==> config.mk <==
export PLATFORM = sky130hd
export DESIGN_NAME = fix_engine_top
export DESIGN_NICKNAME = d
export VERILOG_FILES = /design/src/logic/fix_pkg.sv /design/src/logic/fix_cfg_regs.sv /design/src/logic/fix_session_ctrl.sv /design/src/logic/fix_frame_builder.sv /design/src/logic/fix_tx_fifo.sv /design/src/logic/fix_tx_link.sv /design/src/logic/fix_engine_top.sv
export SDC_FILE = /design/constraint.sdc
export NUM_CORES = 1
export LEC_CHECK = 0
export BUFFER_PORTS_ARGS = -buffer_cell sky130_fd_sc_hd__buf_2
export CORE_MARGIN = 2
export CORE_UTILIZATION = 50
export CTS_BUF_LIST = sky130_fd_sc_hd__clkbuf_8
export CTS_CLUSTER_SIZE = 40
export DETAILED_ROUTE_END_ITERATION = 8
export PLACE_DENSITY = 0.69
export SLEW_MARGIN = 15
export SYNTH_ARGS = -nofsm -noshare
export SYNTH_HDL_FRONTEND = slang
export SYNTH_SLANG_ARGS = --single-unit
export TNS_END_PERCENT = 50
==> constraint.sdc <==
create_clock -name clk -period 5.22 [get_ports clk]
set_clock_uncertainty 0.05 [all_clocks]
set_input_delay 1.044 -clock clk [delete_from_list [all_inputs] [get_ports clk]]
set_output_delay 1.044 -clock clk [all_outputs]
set_load 0.03 [all_outputs]
==> src/logic/fix_pkg.sv <==
package fix_pkg;

	localparam int DATA_W = 16;
	localparam int TYPE_W = 3;
	localparam int SEQ_W  = DATA_W - TYPE_W;	// 13 bit sequence field
	localparam int AXI_DW = 32;

	typedef enum logic [TYPE_W-1:0] {
		MSG_LOGON     = 3'b001,
		MSG_HEARTBEAT = 3'b010,
		MSG_LOGOUT    = 3'b100,
		MSG_BUSINESS  = 3'b111
	} msg_type_e;

	typedef enum logic [2:0] {
		RX_INVALID = 3'b000,
		RX_VALID   = 3'b001
	} rx_status_e;

	typedef enum logic [2:0] {
		S_WAIT_CFG,
		S_WAIT_START,
		S_CONNECTING,
		S_BUILDING,
		S_AWAIT_LOGON,
		S_ACTIVE,
		S_AWAIT_HB,
		S_DISCONNECTING
	} session_state_e;

	typedef struct packed {
		logic [DATA_W-1:0] data;
		logic              last;	// final word of a frame
	} frame_word_t;

	typedef struct packed {
		msg_type_e  msg_type;
		rx_status_e status;
	} rx_msg_t;

	localparam logic [3:0] REG_COMPID  = 4'h0;
	localparam logic [3:0] REG_TIMEOUT = 4'h4;
	localparam logic [3:0] REG_CTRL    = 4'h8;	// bit0 start, bit1 end, bit2 business
	localparam logic [3:0] REG_STATUS  = 4'hC;

endpackage

==> src/logic/fix_cfg_regs.sv <==
`timescale 1ns/1ps

module fix_cfg_regs import fix_pkg::*; (
	input  logic              clk,
	input  logic              rst,
	input  logic [3:0]        awaddr_i,
	input  logic              awvalid_i,
	output logic              awready_o,
	input  logic [AXI_DW-1:0] wdata_i,
	input  logic              wvalid_i,
	output logic              wready_o,
	output logic              bvalid_o,
	input  logic              bready_i,
	output logic [1:0]        bresp_o,
	input  logic [3:0]        araddr_i,
	input  logic              arvalid_i,
	output logic              arready_o,
	output logic [AXI_DW-1:0] rdata_o,
	output logic              rvalid_o,
	input  logic              rready_i,
	output logic [1:0]        rresp_o,
	input  session_state_e    state_i,
	input  logic [SEQ_W-1:0]  seq_i,
	output logic [DATA_W-1:0] comp_id_o,
	output logic [15:0]       timeout_o,
	output logic              cfg_loaded_o,
	output logic              start_o,
	output logic              end_session_o,
	output logic              send_business_o
);

	logic              aw_seen;
	logic              w_seen;
	logic [3:0]        aw_addr;
	logic [AXI_DW-1:0] w_data;

	assign awready_o = !aw_seen && !bvalid_o;	// one write in flight
	assign wready_o  = !w_seen && !bvalid_o;
	assign arready_o = !rvalid_o;
	assign bresp_o   = 2'b00;
	assign rresp_o   = 2'b00;

	always_ff @(posedge clk) begin
		if (awvalid_i && awready_o)
			aw_addr <= awaddr_i;
		if (wvalid_i && wready_o)
			w_data <= wdata_i;
	end

	always_ff @(posedge clk) begin
		if (rst) begin
			aw_seen         <= 1'b0;
			w_seen          <= 1'b0;
			bvalid_o        <= 1'b0;
			rvalid_o        <= 1'b0;
			rdata_o         <= '0;
			comp_id_o       <= '0;
			timeout_o       <= '0;
			cfg_loaded_o    <= 1'b0;
			start_o         <= 1'b0;
			end_session_o   <= 1'b0;
			send_business_o <= 1'b0;
		end else begin
			cfg_loaded_o    <= 1'b0;
			start_o         <= 1'b0;
			end_session_o   <= 1'b0;
			send_business_o <= 1'b0;
			if (awvalid_i && awready_o)
				aw_seen <= 1'b1;
			if (wvalid_i && wready_o)
				w_seen <= 1'b1;
			if (aw_seen && w_seen) begin	// address and data both in hand
				aw_seen  <= 1'b0;
				w_seen   <= 1'b0;
				bvalid_o <= 1'b1;
				case (aw_addr)
					REG_COMPID: begin
						comp_id_o    <= w_data[DATA_W-1:0];
						cfg_loaded_o <= 1'b1;
					end
					REG_TIMEOUT: timeout_o <= w_data[15:0];
					REG_CTRL: begin
						start_o         <= w_data[0];
						end_session_o   <= w_data[1];
						send_business_o <= w_data[2];
					end
					default: ;	// status is read only
				endcase
			end
			if (bvalid_o && bready_i)
				bvalid_o <= 1'b0;
			if (arvalid_i && arready_o) begin
				rvalid_o <= 1'b1;
				case (araddr_i)
					REG_COMPID:  rdata_o <= {16'b0, comp_id_o};
					REG_TIMEOUT: rdata_o <= {16'b0, timeout_o};
					REG_STATUS:  rdata_o <= {16'b0, seq_i, state_i};
					default:     rdata_o <= '0;
				endcase
			end else if (rvalid_o && rready_i) begin
				rvalid_o <= 1'b0;
			end
		end
	end

endmodule

==> src/logic/fix_session_ctrl.sv <==
`timescale 1ns/1ps

module fix_session_ctrl import fix_pkg::*; (
	input  logic           clk,
	input  logic           rst,
	input  logic           cfg_loaded_i,
	input  logic           start_i,
	input  logic           end_session_i,
	input  logic           send_business_i,
	input  logic [15:0]    timeout_i,
	input  logic           connected_i,
	input  logic           rx_valid_i,
	input  rx_msg_t        rx_msg_i,
	input  logic           frame_done_i,
	input  logic           build_busy_i,
	output logic           connect_o,
	output logic           disconnect_o,
	output logic           build_req_o,
	output msg_type_e      build_type_o,
	output session_state_e state_o
);

	session_state_e state;
	msg_type_e      kind;		// frame being built
	logic [15:0]    timer;
	logic           req_pend;
	logic           biz_pend;
	logic           end_pend;
	logic           session_up;

	assign session_up   = (state == S_BUILDING) || (state == S_AWAIT_LOGON) ||
	                      (state == S_ACTIVE) || (state == S_AWAIT_HB);
	assign build_req_o  = req_pend && !build_busy_i;
	assign build_type_o = kind;
	assign state_o      = state;

	always_ff @(posedge clk) begin
		if (rst) begin
			state        <= S_WAIT_CFG;
			kind         <= MSG_LOGON;
			timer        <= '0;
			req_pend     <= 1'b0;
			biz_pend     <= 1'b0;
			end_pend     <= 1'b0;
			connect_o    <= 1'b0;
			disconnect_o <= 1'b0;
		end else begin
			connect_o    <= 1'b0;
			disconnect_o <= 1'b0;
			if (build_req_o)
				req_pend <= 1'b0;
			case (state)
				S_WAIT_CFG: if (cfg_loaded_i) state <= S_WAIT_START;
				S_WAIT_START: begin
					if (start_i) begin
						connect_o <= 1'b1;	// ask the link to open
						state     <= S_CONNECTING;
					end
				end
				S_CONNECTING: begin
					if (connected_i) begin
						kind     <= MSG_LOGON;
						req_pend <= 1'b1;
						state    <= S_BUILDING;
					end
				end
				S_BUILDING: begin
					if (frame_done_i) begin
						timer <= '0;
						case (kind)
							MSG_LOGON:     state <= S_AWAIT_LOGON;
							MSG_HEARTBEAT: state <= S_AWAIT_HB;
							MSG_LOGOUT:    state <= S_DISCONNECTING;
							default:       state <= S_ACTIVE;	// business
						endcase
					end
				end
				S_AWAIT_LOGON: begin
					timer <= timer + 16'd1;
					if (rx_valid_i && rx_msg_i.status == RX_VALID)
						state <= S_ACTIVE;
					else if (rx_valid_i || timer == timeout_i)
						state <= S_DISCONNECTING;	// bad reply or no reply
				end
				S_ACTIVE: begin
					if (biz_pend) begin
						kind     <= MSG_BUSINESS;
						biz_pend <= 1'b0;
						req_pend <= 1'b1;
						state    <= S_BUILDING;
					end else if (end_pend ||
					             (rx_valid_i && rx_msg_i.msg_type == MSG_LOGOUT)) begin
						kind     <= MSG_LOGOUT;
						end_pend <= 1'b0;
						req_pend <= 1'b1;
						state    <= S_BUILDING;
					end else if (rx_valid_i && rx_msg_i.msg_type == MSG_HEARTBEAT) begin
						kind     <= MSG_HEARTBEAT;	// answer the peer
						req_pend <= 1'b1;
						state    <= S_BUILDING;
					end
				end
				S_AWAIT_HB: begin
					timer <= timer + 16'd1;
					if (rx_valid_i && rx_msg_i.status == RX_VALID) begin
						state <= S_ACTIVE;
					end else if (rx_valid_i || timer == timeout_i) begin
						kind     <= MSG_LOGOUT;	// peer lost, log out cleanly
						req_pend <= 1'b1;
						state    <= S_BUILDING;
					end
				end
				S_DISCONNECTING: begin
					disconnect_o <= 1'b1;
					biz_pend     <= 1'b0;
					end_pend     <= 1'b0;
					state        <= S_WAIT_CFG;
				end
				default: state <= S_WAIT_CFG;
			endcase
			// requests arriving mid-frame are held until active
			if (session_up && send_business_i)
				biz_pend <= 1'b1;
			if (session_up && end_session_i)
				end_pend <= 1'b1;
		end
	end

endmodule

==> src/logic/fix_frame_builder.sv <==
`timescale 1ns/1ps

module fix_frame_builder import fix_pkg::*; (
	input  logic              clk,
	input  logic              rst,
	input  logic              build_req_i,
	input  msg_type_e         build_type_i,
	input  logic [DATA_W-1:0] comp_id_i,
	input  logic              full_i,
	output logic              push_o,
	output frame_word_t       push_word_o,
	output logic              frame_done_o,
	output logic              build_busy_o,
	output logic [SEQ_W-1:0]  seq_o
);

	logic              busy;
	logic [1:0]        idx;		// word within frame
	msg_type_e         type_r;
	logic [SEQ_W-1:0]  seq;
	logic [DATA_W-1:0] csum;
	logic [DATA_W-1:0] word;

	always_comb begin
		case (idx)
			2'd0:    word = {type_r, seq};
			2'd1:    word = comp_id_i;
			default: word = csum;
		endcase
	end

	assign push_o           = busy && !full_i;	// stall on full FIFO
	assign push_word_o.data = word;
	assign push_word_o.last = (idx == 2'd2);
	assign build_busy_o     = busy;
	assign seq_o            = seq;

	always_ff @(posedge clk) begin
		if (build_req_i && !busy)
			type_r <= build_type_i;
		if (push_o)
			csum <= (idx == 2'd0) ? word : csum + word;	// mod 2^16 sum
	end

	always_ff @(posedge clk) begin
		if (rst) begin
			busy         <= 1'b0;
			idx          <= '0;
			seq          <= SEQ_W'(1);
			frame_done_o <= 1'b0;
		end else begin
			frame_done_o <= 1'b0;
			if (build_req_i && !busy) begin
				busy <= 1'b1;
				idx  <= '0;
			end else if (push_o) begin
				if (idx == 2'd2) begin
					busy         <= 1'b0;
					frame_done_o <= 1'b1;
					seq          <= seq + SEQ_W'(1);
				end
				idx <= idx + 2'd1;
			end
		end
	end

endmodule

==> src/logic/fix_tx_fifo.sv <==
`timescale 1ns/1ps

module fix_tx_fifo import fix_pkg::*; #(
	parameter int FIFO_DEPTH = 8
) (
	input  logic        clk,
	input  logic        rst,
	input  logic        push_i,
	input  frame_word_t push_word_i,
	input  logic        pop_i,
	output frame_word_t head_o,
	output logic        full_o,
	output logic        empty_o
);

	localparam int AW = (FIFO_DEPTH > 1) ? $clog2(FIFO_DEPTH) : 1;
	localparam int CW = $clog2(FIFO_DEPTH + 1);

	frame_word_t   mem [FIFO_DEPTH];
	logic [AW-1:0] wr_ptr;
	logic [AW-1:0] rd_ptr;
	logic [CW-1:0] count;
	logic          do_push;
	logic          do_pop;

	assign full_o  = (count == CW'(FIFO_DEPTH));
	assign empty_o = (count == '0);
	assign do_push = push_i && !full_o;
	assign do_pop  = pop_i && !empty_o;
	assign head_o  = mem[rd_ptr];	// show-ahead

	always_ff @(posedge clk) begin
		if (do_push)
			mem[wr_ptr] <= push_word_i;
	end

	always_ff @(posedge clk) begin
		if (rst) begin
			wr_ptr <= '0;
			rd_ptr <= '0;
			count  <= '0;
		end else begin
			if (do_push)
				wr_ptr <= (wr_ptr == AW'(FIFO_DEPTH - 1)) ? '0 : wr_ptr + AW'(1);
			if (do_pop)
				rd_ptr <= (rd_ptr == AW'(FIFO_DEPTH - 1)) ? '0 : rd_ptr + AW'(1);
			if (do_push && !do_pop)
				count <= count + CW'(1);
			else if (do_pop && !do_push)
				count <= count - CW'(1);
		end
	end

endmodule

==> src/logic/fix_tx_link.sv <==
`timescale 1ns/1ps

module fix_tx_link import fix_pkg::*; (
	input  logic              clk,
	input  logic              rst,
	input  frame_word_t       head_i,
	input  logic              empty_i,
	input  logic              tx_ready_i,
	output logic              pop_o,
	output logic [DATA_W-1:0] tx_data_o,
	output logic              tx_last_o,
	output logic              tx_valid_o,
	output logic [15:0]       frames_sent_o
);

	// head only moves on a pop, so data holds while ready is low
	assign tx_valid_o = !empty_i;
	assign tx_data_o  = head_i.data;
	assign tx_last_o  = head_i.last;
	assign pop_o      = tx_valid_o && tx_ready_i;

	always_ff @(posedge clk) begin
		if (rst)
			frames_sent_o <= '0;
		else if (pop_o && head_i.last)
			frames_sent_o <= frames_sent_o + 16'd1;	// whole frame gone
	end

endmodule

==> src/logic/fix_engine_top.sv <==
`timescale 1ns/1ps

module fix_engine_top import fix_pkg::*; #(
	parameter int FIFO_DEPTH = 8
) (
	input  logic              clk,
	input  logic              rst,
	input  logic [3:0]        awaddr_i,
	input  logic              awvalid_i,
	output logic              awready_o,
	input  logic [AXI_DW-1:0] wdata_i,
	input  logic              wvalid_i,
	output logic              wready_o,
	output logic              bvalid_o,
	input  logic              bready_i,
	output logic [1:0]        bresp_o,
	input  logic [3:0]        araddr_i,
	input  logic              arvalid_i,
	output logic              arready_o,
	output logic [AXI_DW-1:0] rdata_o,
	output logic              rvalid_o,
	input  logic              rready_i,
	output logic [1:0]        rresp_o,
	input  logic              connected_i,
	input  logic              rx_valid_i,
	input  rx_msg_t           rx_msg_i,
	input  logic              tx_ready_i,
	output logic              connect_o,
	output logic              disconnect_o,
	output logic [DATA_W-1:0] tx_data_o,
	output logic              tx_last_o,
	output logic              tx_valid_o,
	output logic [15:0]       frames_sent_o
);

	logic [DATA_W-1:0] comp_id;
	logic [15:0]       timeout_cycles;
	logic              cfg_loaded;
	logic              start;
	logic              end_session;
	logic              send_business;
	session_state_e    state;
	logic [SEQ_W-1:0]  seq;
	logic              build_req;
	msg_type_e         build_type;
	logic              build_busy;
	logic              frame_done;
	logic              push;
	frame_word_t       push_word;
	logic              full;
	logic              empty;
	frame_word_t       head;
	logic              pop;

	fix_cfg_regs regs0 (
		.clk(clk), .rst(rst),
		.awaddr_i(awaddr_i), .awvalid_i(awvalid_i), .awready_o(awready_o),
		.wdata_i(wdata_i), .wvalid_i(wvalid_i), .wready_o(wready_o),
		.bvalid_o(bvalid_o), .bready_i(bready_i), .bresp_o(bresp_o),
		.araddr_i(araddr_i), .arvalid_i(arvalid_i), .arready_o(arready_o),
		.rdata_o(rdata_o), .rvalid_o(rvalid_o), .rready_i(rready_i), .rresp_o(rresp_o),
		.state_i(state), .seq_i(seq),
		.comp_id_o(comp_id), .timeout_o(timeout_cycles),
		.cfg_loaded_o(cfg_loaded), .start_o(start),
		.end_session_o(end_session), .send_business_o(send_business)
	);

	fix_session_ctrl ctrl0 (
		.clk(clk), .rst(rst),
		.cfg_loaded_i(cfg_loaded), .start_i(start),
		.end_session_i(end_session), .send_business_i(send_business),
		.timeout_i(timeout_cycles), .connected_i(connected_i),
		.rx_valid_i(rx_valid_i), .rx_msg_i(rx_msg_i),
		.frame_done_i(frame_done), .build_busy_i(build_busy),
		.connect_o(connect_o), .disconnect_o(disconnect_o),
		.build_req_o(build_req), .build_type_o(build_type), .state_o(state)
	);

	fix_frame_builder builder0 (
		.clk(clk), .rst(rst),
		.build_req_i(build_req), .build_type_i(build_type),
		.comp_id_i(comp_id), .full_i(full),
		.push_o(push), .push_word_o(push_word),
		.frame_done_o(frame_done), .build_busy_o(build_busy), .seq_o(seq)
	);

	fix_tx_fifo #(.FIFO_DEPTH(FIFO_DEPTH)) fifo0 (
		.clk(clk), .rst(rst),
		.push_i(push), .push_word_i(push_word), .pop_i(pop),
		.head_o(head), .full_o(full), .empty_o(empty)
	);

	fix_tx_link link0 (
		.clk(clk), .rst(rst),
		.head_i(head), .empty_i(empty), .tx_ready_i(tx_ready_i),
		.pop_o(pop), .tx_data_o(tx_data_o), .tx_last_o(tx_last_o),
		.tx_valid_o(tx_valid_o), .frames_sent_o(frames_sent_o)
	);

endmodule

==> reports/qor.csv, run 1 <==
stage;metric;value;unit
global_routing;use_met2;0.340;
clocking;clk_pin_slew;0.07;ns
clocking;cts.sinks;304;
critical_path;setup.worst_path.start;builder0.idx[1];
clocking;tritoncts;done;
synthesis;postSynthCellCount;1177;
power_and_ir_drop;power.density;357;nW/um^2
routing;ant_nets;0;
synthesis;yosys.area.top_type;edfxtp_1;
final_layout;nNetsFinal;1372;
place;pre_cts_ws;1.07;ns
synthesis;ys_ff_latch;304;
synthesis;synth_edf_count;175;
final_layout;final_layout_size_suffix_gt1_frac;0.205;
clocking;cts_hold_buf;0;
clocking;clk_latency;0.59;ns
routing;drt_pass1_iterations;5;
timing;final.setup.tns;0;ns
critical_path;cp_max_fo;20;
power_and_ir_drop;combPwrFrac;0.138;
global_routing;grt-busiest-layer;met2;
final_layout;diodes;0;
timing;hold_viol_final;0;
place;gp_congestion;0.839;
timing;relSlewSlack;0.187;
synthesis;ys_top_cells_by_count;edfxtp_1, dfxtp_1, nand2_1, nor2_1, a21oi_1;
floorplan;die_y;169;um
global_routing;grt_util_met3;0.0378;
timing;hold_ws;0.429;ns
clocking;cts_resized;0;
floorplan;die_w;169;um
timing;worst_pin_slew;1.22;ns
critical_path;cp-end-kind;register;
routing;vias;9108;
final_layout;syn_to_final_growth;12.6;%
synthesis;yosys_warnings;0;
power_and_ir_drop;power.share.switching;0.266;
synthesis;yosys_most_used_dff;edfxtp_1;
clocking;clockBufferDepth;3;
critical_path;cp.required;5.52;ns
power_and_ir_drop;p_int;4.03;mW
global_routing;grt_use_met1;0.267;
timing;setup-violations-final;0;
clocking;cts_setup_buffers;0;
timing;timing.final.crit_share;0.790;
global_routing;grt_use_total;0.201;
routing;wl_per_cell;17.1;um
synthesis;synthArstFlopShare;0;
global_routing;grt_pass1_vias;8874;
critical_path;slowest_stage;or2_2;
critical_path;max_stage_delay;0.55;ns
global_routing;grt-ovfl-total;0;
critical_path;crit_type;reg -> reg;
clocking;htreeDepth;2;
place;dpl.cell_count;1572;
critical_path;reg2reg_from;builder0.idx[1];
synthesis;synth.most_common_cell;edfxtp_1;
worst_hold_path;hp-class;reg -> reg;
synthesis;yosys-top-cells-area;edfxtp_1, dfxtp_1, mux4_2, nand2_1, a21oi_1;
floorplan;io_pins;133;
synthesis;synth.avg_cell_area;11.6;um^2
timing;period_needed;4.12;ns
power_and_ir_drop;pwr-share-seq;0.490;
place;hpwl;18700;um
place;portBuffers;96;
floorplan;initial_core_util;0.508;
timing;timing.final.ws_setup;1.10;ns
global_routing;grt_max_degree;56;
power_and_ir_drop;p_clk_frac;0.372;
clocking;clockRootBuffer;clkbuf_8;
final_layout;layout.cells.non_filler;1662;
routing;wl;28400;um
timing;slew_violations;0;
synthesis;ys_seq_area_frac;0.574;
power_and_ir_drop;cellLeakagePower;5.75;nW
global_routing;antenna_found_initial;0;
floorplan;core;26900;um^2
timing;rsz0062_at_grt;false;
synthesis;synth_top_cell_area_share;0.385;
job;cap_violations;0;
worst_hold_path;min_from;regs0.comp_id_o[5];
routing;vias_per_cell;5.48;
synthesis;ys_types;68;
power_and_ir_drop;p_switching;1.46;mW
floorplan;die_area;28600;um^2
critical_path;cp.arrival;4.43;ns
status;status;completed;
power_and_ir_drop;peakVddDrop;0.255;mV
floorplan;rows;60;
clocking;cts-buffers-inserted;50;
critical_path;path_cells;inv_1, ha_1, or2_2, nor2_1, nor2_1, ha_1, fa_1, a21o_1, a21oi_2, o211ai_1, nand2_1, or4b_1, a32o_1;
critical_path;crit_path_start_kind;register;
synthesis;netlist_area;13700;um^2
global_routing;grt_pass1_wl;45900;um
power_and_ir_drop;power.total;5.49;mW
timing;max_freq;242;MHz
routing;route.detailed.drc;0;
routing;dr.first_iter.drc_count;670;
## critical path: cells and delay by family (launching register included)
kind	cells	cell delay [ns]
buffers and inverters	1	0.09
adder cells (fa/ha/maj)	3	1.11
flip-flops	1	0.35
AO/OA/AOI/OAI	4	0.90
AND/OR/NAND/NOR	5	1.39
## registers in the layout, summed over array words and instances (netlist names), 2 cells and up, named ones only
| signal | cells |
|---|---|
| fifo0.mem | 136 |
| builder0.csum | 16 |
| ctrl0.timer | 16 |
| link0.frames_sent_o | 16 |
| regs0.comp_id_o | 16 |
| regs0.rdata_o | 16 |
| regs0.timeout_o | 16 |
| regs0.w_data | 16 |
| builder0.seq_o | 13 |
| fifo0.count | 4 |
| regs0.aw_addr | 4 |
| builder0.type_r | 3 |
| ctrl0.build_type_o | 3 |
| ctrl0.state_o | 3 |
| fifo0.rd_ptr | 3 |
| fifo0.wr_ptr | 3 |
| builder0.idx | 2 |
## layer usage
metal	wire length, um	part of all wire
met3	1380	0.049
met1	12800	0.45
met4	458	0.016
met2	13800	0.48
met5	0	0
## final cells by class
class,count,area [um^2]
repair buffers,113,611
fillers,2249,11500
clock inverters,37,251
multi-input cells,786,5420
inverters,28,105
well taps,341,427
flip-flops and latches,304,7840
clock buffers,53,729
## worst paths after layout
| path | endpoint | slack (ns) | depth (start not counted) |
|---|---|---|---|
| worst max-delay path | builder0.csum[14] | 1.10 | 13 |
| worst min-delay path | regs0.comp_id_o[5] | 0.43 | 2 |
| worst max register to register | builder0.csum[14] | 1.10 | 13 |
| worst min register to register | regs0.comp_id_o[5] | 0.43 | 2 |
## logic make-up (layout without fill, tap and decap cells)
| logic type | Yosys count | in the layout | share of synthesized area |
|---|---|---|---|
| and+or+nand+nor | 381 | 381 | 0.129 |
| DFF | 304 | 304 | 0.574 |
| other | 1 | 20 | 0.000275 |
| xor gates and xnor gates | 72 | 72 | 0.0462 |
| buffers and inverters | 106 | 231 | 0.0369 |
| AOI/OAI and AO/OA | 209 | 209 | 0.0947 |
| adders and majority gates | 33 | 33 | 0.0313 |
| muxes | 71 | 71 | 0.0871 |
## power by group through the flow
stage / registers (mW) / clock network (mW) / logic [mW]
2_1_floorplan: 2.68 / 0 / 0.668
6_report: 2.69 / 2.04 / 0.758
3_5_place_dp: 2.74 / 0 / 0.762
3_3_place_gp: 2.74 / 0 / 0.752
4_1_cts: 2.69 / 2.09 / 0.765
5_1_grt: 2.71 / 2.19 / 0.821
## layout by cell type (no fill, tap or decap), types with 19 or more instances in the layout
| cell type | Yosys | final |
|---|---|---|
| inv_1 | 27 | 40 |
| edfxtp_1 | 175 | 175 |
| buf_2 | 12 | 95 |
| a21oi_1 | 95 | 95 |
| clkbuf_8 | 0 | 53 |
| nor3_1 | 23 | 19 |
| conb_1 | 1 | 20 |
| o21ai_0 | 28 | 28 |
| xor2_1 | 53 | 53 |
| mux4_2 | 34 | 34 |
| nor2_1 | 122 | 122 |
| mux2_2 | 33 | 33 |
| nand3_1 | 19 | 19 |
| ha_1 | 31 | 31 |
| dfxtp_1 | 129 | 128 |
| xnor2_1 | 19 | 19 |
| a22oi_1 | 21 | 21 |
| nand2_1 | 128 | 128 |
## per-stage QoR
stage / utilization / cell area [um^2]
global route: 0.572 / 15400
CTS: 0.572 / 15400
finish: 0.572 / 15400
global placement: 0.536 / 14400
detailed placement: 0.536 / 14400
floorplan: - / 13700
(Power assumes the default switching activity.)
==> run 2, diff against run 1 <==
ABC_AREA = 1   (was not set)
PLACE_DENSITY = 0.72   (was 0.69)
clock period = 3.5 ns   (was 5.22 ns; I/O delays follow)
==> run 2 against run 1 <==
Effect of this change: clock-buffer cell count is 6 higher; critical path depth is 7 lower; synthesized cell count up 36%; utilization increased by 0.88 points; wire length grew 17%; hold slack got worse by 0.17 ns; sequential share of layout area down 2.5 points; critical path type is now reg -> out; global-route usage rose by 2.6 points.
==> reports/qor.csv, run 2 <==
stage;metric;value;unit;change
synthesis;synth.mux.area_fraction;0.000705;;-0.0864
place;gp_congestion;0.956;;+14%
clocking;cts.sinks;304;;unchanged
place;pre_cts_ws;0.412;ns;-0.659 ns
job;cap_violations;0;;unchanged
final_layout;final_cell_mix;nand2_1, nor2_1, edfxtp_1;;
place;portBuffers;96;;unchanged
place;place_area;15100;um^2;+5.1%
timing;timing.final.crit_share;0.910;;
synthesis;yosys.area.top_type;edfxtp_1;;
status;status;completed;;
global_routing;grt-ovfl-total;0;;unchanged
clocking;htreeDepth;2;;unchanged
routing;dr.first_iter.drc_count;707;;+5.5%
clocking;clk_pin_slew;0.07;ns;about the same
timing;slew_violations;0;;unchanged
synthesis;netlist_area;14200;um^2;+4.0%
global_routing;grt_pass1_vias;10650;;+20%
clocking;clockBufferDepth;3;;unchanged
floorplan;die_area;29800;um^2;+3.9%
power_and_ir_drop;peakVddDrop;0.348;mV;+36%
global_routing;grt_use_total;0.226;;+0.0256
critical_path;r2r_end;builder0.csum[14];;
final_layout;nNetsFinal;1821;;+33%
timing;rsz0062_at_grt;false;;
synthesis;synth_simple_gate_area_share;0.190;;+0.0605
critical_path;rrSetupSlack;0.38;ns;-0.72 ns
synthesis;yosys-top-cells-area;edfxtp_1, dfxtp_1, nand2_1, nor2_1, o21ai_0;;
routing;vias;11396;;+25%
floorplan;initial_core_util;0.510;;+0.00149
routing;wl;33200;um;+17%
synthesis;synth_edf_count;175;;unchanged
global_routing;antenna_found_initial;0;;unchanged
clocking;clk_latency;0.57;ns;-0.02 ns
worst_hold_path;worstHoldEndpoint;regs0.w_data[1];;
synthesis;synth-compound-area-share;0.144;;+0.0489
synthesis;ys_types;49;;-28%
synthesis;synth_top_family_by_area;simple AND/OR/NAND/NOR gates;;
routing;wl_met3;1910;um;+38%
final_layout;final_common_cell;nand2_1;;
power_and_ir_drop;cellLeakagePower;6.36;nW;+11%
routing;met1_length;14700;um;+15%
final_layout;layout.cells.non_filler;2151;;+29%
routing;ant_nets;0;;unchanged
synthesis;synthAdderAreaFrac;0.0301;;-0.00119
synthesis;yosys_most_used_dff;edfxtp_1;;
timing;hold_viol_final;0;;unchanged
synthesis;synthArstFlopShare;0;;unchanged
timing;timing.final.ws_setup;0.316;ns;-0.780 ns
timing;setup-violations-final;0;;unchanged
critical_path;cp-end-kind;output pin;;
critical_path;reg2reg_from;builder0.idx[0];;
critical_path;cp_max_fo;68;;+240%
global_routing;grt_max_degree;69;;+23%
routing;drt_pass1_iterations;8;;+3
synthesis;postSynthCellCount;1601;;+36%
timing;final.setup.tns;0;ns;unchanged
timing;period_needed;3.18;ns;
synthesis;ys_ff_latch;304;;unchanged
critical_path;crit_type;reg -> out;;
floorplan;die_y;172;um;+1.9%
clocking;tritoncts;done;;
power_and_ir_drop;power.density;661;nW/um^2;+85%
worst_hold_path;hp-class;in -> reg;;
clocking;cts_setup_buffers;0;;unchanged
final_layout;top_register;fifo0.mem;;
clocking;cts_hold_buf;0;;unchanged
floorplan;io_pins;133;;unchanged
final_layout;syn_to_final_growth;14.0;%;
synthesis;synth.avg_cell_area;8.87;um^2;-24%
place;dpl.cell_count;2058;;+31%
floorplan;die_w;172;um;+1.9%
final_layout;final_cell_area;16200;um^2;+5.3%
routing;wl_per_cell;15.4;um;-9.8%
critical_path;crit_path_start_kind;register;;
clocking;cts-buffers-inserted;50;;unchanged
place;hpwl;22500;um;+20%
synthesis;synth.most_common_cell;nand2_1;;
routing;wl_met2;15700;um;+14%
worst_hold_path;min_from;wdata_i[1];;
critical_path;cp.required;2.75;ns;-2.77 ns
routing;highest_layer;met4;;
critical_path;r2r_cells;19;;+6
global_routing;grt_pass1_wl;53100;um;+16%
floorplan;rows;61;;+1.7%
routing;vias_per_cell;5.30;;-3.3%
clocking;clockRootBuffer;clkbuf_8;;
final_layout;final_layout_size_suffix_gt1_frac;0.142;;-0.0630
clocking;cts_resized;0;;unchanged
synthesis;yosys_warnings;0;;unchanged
timing;relSlewSlack;0.401;;+0.214
final_layout;largest_reg_flops;136;;unchanged
synthesis;ys_seq_area_frac;0.552;;-0.0219
synthesis;synth_xor_area_frac;0.0130;;-0.0332
synthesis;synth_top_cell_area_share;0.370;;-0.0147
timing;worst_pin_slew;0.895;ns;-0.322 ns
floorplan;core;27900;um^2;+3.7%
final_layout;diodes;0;;unchanged
timing;max_freq;314;MHz;
critical_path;cp.arrival;2.43;ns;-2.00 ns
worst_hold_path;hold_depth;1;;-1
routing;route.detailed.drc;0;;unchanged
synthesis;ys_top_cells_by_count;nand2_1, nor2_1, edfxtp_1, o21ai_0, inv_1;;
run 2: metrics by stage:
stage / hold slack [ns] / util / total power [mW]
2_1_floorplan: 0.373 / - / 6.65
3_3_place_gp: 0.398 / 0.543 / 7.45
3_5_place_dp: 0.395 / 0.543 / 7.53
4_1_cts: 0.237 / 0.581 / 10.8
5_1_grt: 0.237 / 0.581 / 11.3
6_report: 0.259 / 0.581 / 10.7
run 2: cell type report:
type	instances	area, um^2
fill	2420	11700
sequential	304	7840
multi-input combinational	1083	5440
clock buffer	59	812
timing repair buffer	138	796
inverter	155	584
tap	378	473
clock inverter	34	248
run 2: how the worst max path moves through the flow:
stage	endpoint	slack, ns	depth (start not counted)
2_1_floorplan	builder0.csum[14]	0.34	19
3_3_place_gp	builder0.csum[14]	0.50	19
3_5_place_dp	builder0.csum[14]	0.41	16
4_1_cts	tx_data_o[3]	0.31	6
5_1_grt	builder0.csum[14]	0.04	19
6_report	tx_data_o[3]	0.32	6
run 2: worst max-delay path, stage by stage (launching register included):
cell	delay [ns]
dfxtp_2	0.33
buf_4	0.55
o21ai_0	0.19
o22ai_1	0.18
nor2_1	0.07
a31oi_1	0.28
buf_2	0.26
run 2: logic make-up (layout without fill, tap and decap cells):
group	after synthesis	after routing
muxes	1	1
and+or+nand+nor	640	640
adders and majority gates	33	33
other	1	20
AOI/OAI and AO/OA	368	368
buffers and inverters	233	386
DFF	304	304
xor gates and xnor gates	21	21
run 2: routing by layer:
metal,global-route usage,vias up
met1,0.293,5330
met3,0.0364,71
met4,0.0811,0
met5,0,-
li1,-,5661
met2,0.385,334
run 2: report_power, final:
group | switching, mW | internal (mW)
logic | 2.22 | 0.953
registers | 0.156 | 4.15
clock network | 1.39 | 1.83
==> run 3, diff against run 2 <==
PLACE_DENSITY = 0.71   (was 0.72)
SYNTH_HIERARCHICAL = 1   (was not set)
==> run 3 against run 2 <==
Effect of this change: critical path depth rose by 9; synthesized cell count up 12%; register-to-register slack got worse by 0.21 ns; largest cell class unchanged; wire length is 6.0% higher; total power increased by 2.0%; critical path type is now reg -> reg; synthesized area rose by 6.7%; via count rose by 6.3%.
==> reports/qor.csv, run 3 <==
stage;metric;value;unit;change
status;status;completed;;
synthesis;synthArstFlopShare;0;;unchanged
synthesis;synth_top_cell_area_share;0.347;;-0.0232
timing;setup-violations-final;0;;unchanged
timing;worst_pin_slew;0.754;ns;-0.141 ns
synthesis;yosys_warnings;6;;+6
global_routing;antenna_found_initial;0;;unchanged
timing;hold_viol_final;0;;unchanged
worst_hold_path;hold_depth;1;;unchanged
power_and_ir_drop;cellLeakagePower;7.14;nW;+12%
final_layout;final_cell_area;16800;um^2;+3.9%
final_layout;final_common_cell;nand2_1;;
final_layout;largest_reg_flops;136;;unchanged
routing;vias_per_cell;5.18;;-2.3%
synthesis;ys_top_cells_by_count;nand2_1, nor2_1, edfxtp_1, inv_1, nand3_1;;
synthesis;synth.avg_cell_area;8.41;um^2;-5.1%
timing;hold_ws;0.242;ns;-0.0175 ns
clocking;cts_setup_buffers;0;;unchanged
clocking;clk_latency;0.60;ns;+0.03 ns
global_routing;grt_pass1_wl;56100;um;+5.8%
power_and_ir_drop;power.total;10.9;mW;+2.0%
critical_path;rrSetupSlack;0.17;ns;-0.21 ns
routing;ant_nets;0;;unchanged
critical_path;cp.arrival;3.62;ns;+1.19 ns
synthesis;synth.most_common_cell;nand2_1;;
clocking;cts_resized;0;;unchanged
job;cap_violations;0;;unchanged
final_layout;top_register;fifo0/mem;;
synthesis;ys_types;53;;+8.2%
routing;drt_pass1_iterations;6;;-2
critical_path;cp_max_fo;20;;-71%
final_layout;final_layout_size_suffix_gt1_frac;0.149;;+0.00718
synthesis;yosys-top-cells-area;edfxtp_1, dfxtp_1, nand2_1, nor2_1, nand3_1;;
synthesis;synth_edf_count;175;;unchanged
routing;vias;12110;;+6.3%
final_layout;seqCellArea;7840;um^2;unchanged
global_routing;grt_pass1_vias;11305;;+6.2%
routing;wl;35200;um;+6.0%
clocking;clockRootBuffer;clkbuf_8;;
critical_path;crit_path_start_kind;register;;
floorplan;initial_core_util;0.510;;about the same
routing;route.detailed.drc;0;;unchanged
synthesis;netlist_area;15100;um^2;+6.7%
floorplan;core;29700;um^2;+6.7%
global_routing;grt_max_degree;42;;-39%
final_layout;nNetsFinal;1998;;+9.7%
timing;timing.final.crit_share;0.950;;+0.0406
worst_hold_path;hp-class;in -> reg;;
clocking;clockBufferDepth;3;;unchanged
critical_path;cp.required;3.79;ns;+1.04 ns
global_routing;grt_use_total;0.222;;-0.00435
place;portBuffers;96;;unchanged
routing;wl_per_cell;15.1;um;-2.5%
clocking;clk_pin_slew;0.06;ns;about the same
place;place_area;15800;um^2;+4.4%
final_layout;layout.cells.non_filler;2339;;+8.7%
critical_path;cp-end-kind;register;;
clocking;htreeDepth;2;;unchanged
timing;rsz0062_at_grt;false;;
place;hpwl;23700;um;+5.6%
final_layout;syn_to_final_growth;11.1;%;
timing;max_freq;301;MHz;-4.3%
floorplan;die_y;178;um;+3.2%
clocking;cts-buffers-inserted;51;;+2.0%
final_layout;multi_input_area;6050;um^2;+11%
clocking;cts.sinks;304;;unchanged
routing;dr.first_iter.drc_count;1065;;+51%
timing;final.setup.tns;0;ns;unchanged
power_and_ir_drop;peakVddDrop;0.308;mV;-11%
power_and_ir_drop;power.density;649;nW/um^2;-1.9%
synthesis;postSynthCellCount;1801;;+12%
final_layout;final_cell_mix;nand2_1, nor2_1, edfxtp_1;;
global_routing;grt-ovfl-total;0;;unchanged
floorplan;io_pins;133;;unchanged
synthesis;ys_seq_area_frac;0.517;;-0.0347
timing;relSlewSlack;0.497;;+0.0962
floorplan;rows;63;;+3.3%
clocking;cts_hold_buf;0;;unchanged
place;gp_congestion;0.926;;-3.1%
final_layout;nFillCells;2660;;+9.9%
synthesis;ys_ff_latch;304;;unchanged
place;dpl.cell_count;2246;;+9.1%
synthesis;yosys_most_used_dff;edfxtp_1;;
floorplan;die_area;31700;um^2;+6.5%
critical_path;r2r_cells;15;;-4
clocking;tritoncts;done;;
timing;slew_violations;0;;unchanged
synthesis;yosys.area.top_type;edfxtp_1;;
timing;period_needed;3.33;ns;+0.142 ns
final_layout;diodes;0;;unchanged
critical_path;crit_type;reg -> reg;;
floorplan;die_w;178;um;+3.2%
-- run 3: cell count changes in the layout (fill, tap and decap cells not counted), sizes merged, moves of 31 or more --
cell | before | now
o21ai | 161 | 102
a21oi | 123 | 92
o22ai | 33 | 2
nor2 | 235 | 285
nand3 | 59 | 160
nand2 | 290 | 468
-- run 3: through the flow --
| stage | utilization | setup slack, ns |
|---|---|---|
| after global routing | 0.566 | 0.00893 |
| after detailed placement | 0.531 | 0.238 |
| after CTS | 0.566 | 0.243 |
| after floorplan | - | 0.648 |
| final | 0.566 | 0.173 |
| after global placement | 0.531 | 0.337 |
-- run 3: final timing paths --
path                                       from                to
worst max register to register  builder0/idx[0]  builder0/csum[7]
worst min-delay path                awaddr_i[0]  regs0/aw_addr[0]
worst max-delay path            builder0/idx[0]  builder0/csum[7]
worst min register to register    regs0/start_o   ctrl0/connect_o
-- run 3: worst max-delay path, stage by stage, from the launching register on --
cell and delay, ns:
dfxtp_1 0.35, inv_1 0.10, ha_1 0.27, inv_6 0.16
nand2_4 0.18, inv_1 0.12, a221oi_1 0.07, nor2_1 0.55
ha_1 0.40, nand2_1 0.10, nand3_1 0.12, nand2_1 0.09
nand2_1 0.11, or2_2 0.29, nand3_1 0.08, nand2_1 0.05
-- run 3: cells by family after synthesis --
logic type | share of synthesized area
fa+ha+maj | 0.0283
xor+xnor | 0.00289
compound gates | 0.0824
simple gates | 0.280
flops | 0.517
other cells | 0.000248
buf+inv | 0.0886
-- run 3: final cells by class --
class                   instances  area share
clock inverters                39      0.0170
inverters                     170      0.0385
well taps                     390      0.0290
clock buffers                  54      0.0442
flip-flops and latches        304       0.466
repair buffers                133      0.0458
multi-input cells            1249       0.360
-- run 3: layer usage --
layer  up-vias  GRT usage  wire length, um
met1      5553      0.287            15300
met3        74     0.0339             2040
met4         0     0.0823             1040
li1       6097          -                -
met5         -          0                0
met2       386      0.377            16800
-- run 3: report_power, final --
group	switching (mW)	total (mW)	internal [mW]	leakage [nW]
Combinational	2.30	3.30	0.996	3.92
Clock	1.47	3.20	1.74	0.559
Sequential	0.174	4.41	4.23	2.66
Total	3.94	10.9	6.97	7.14
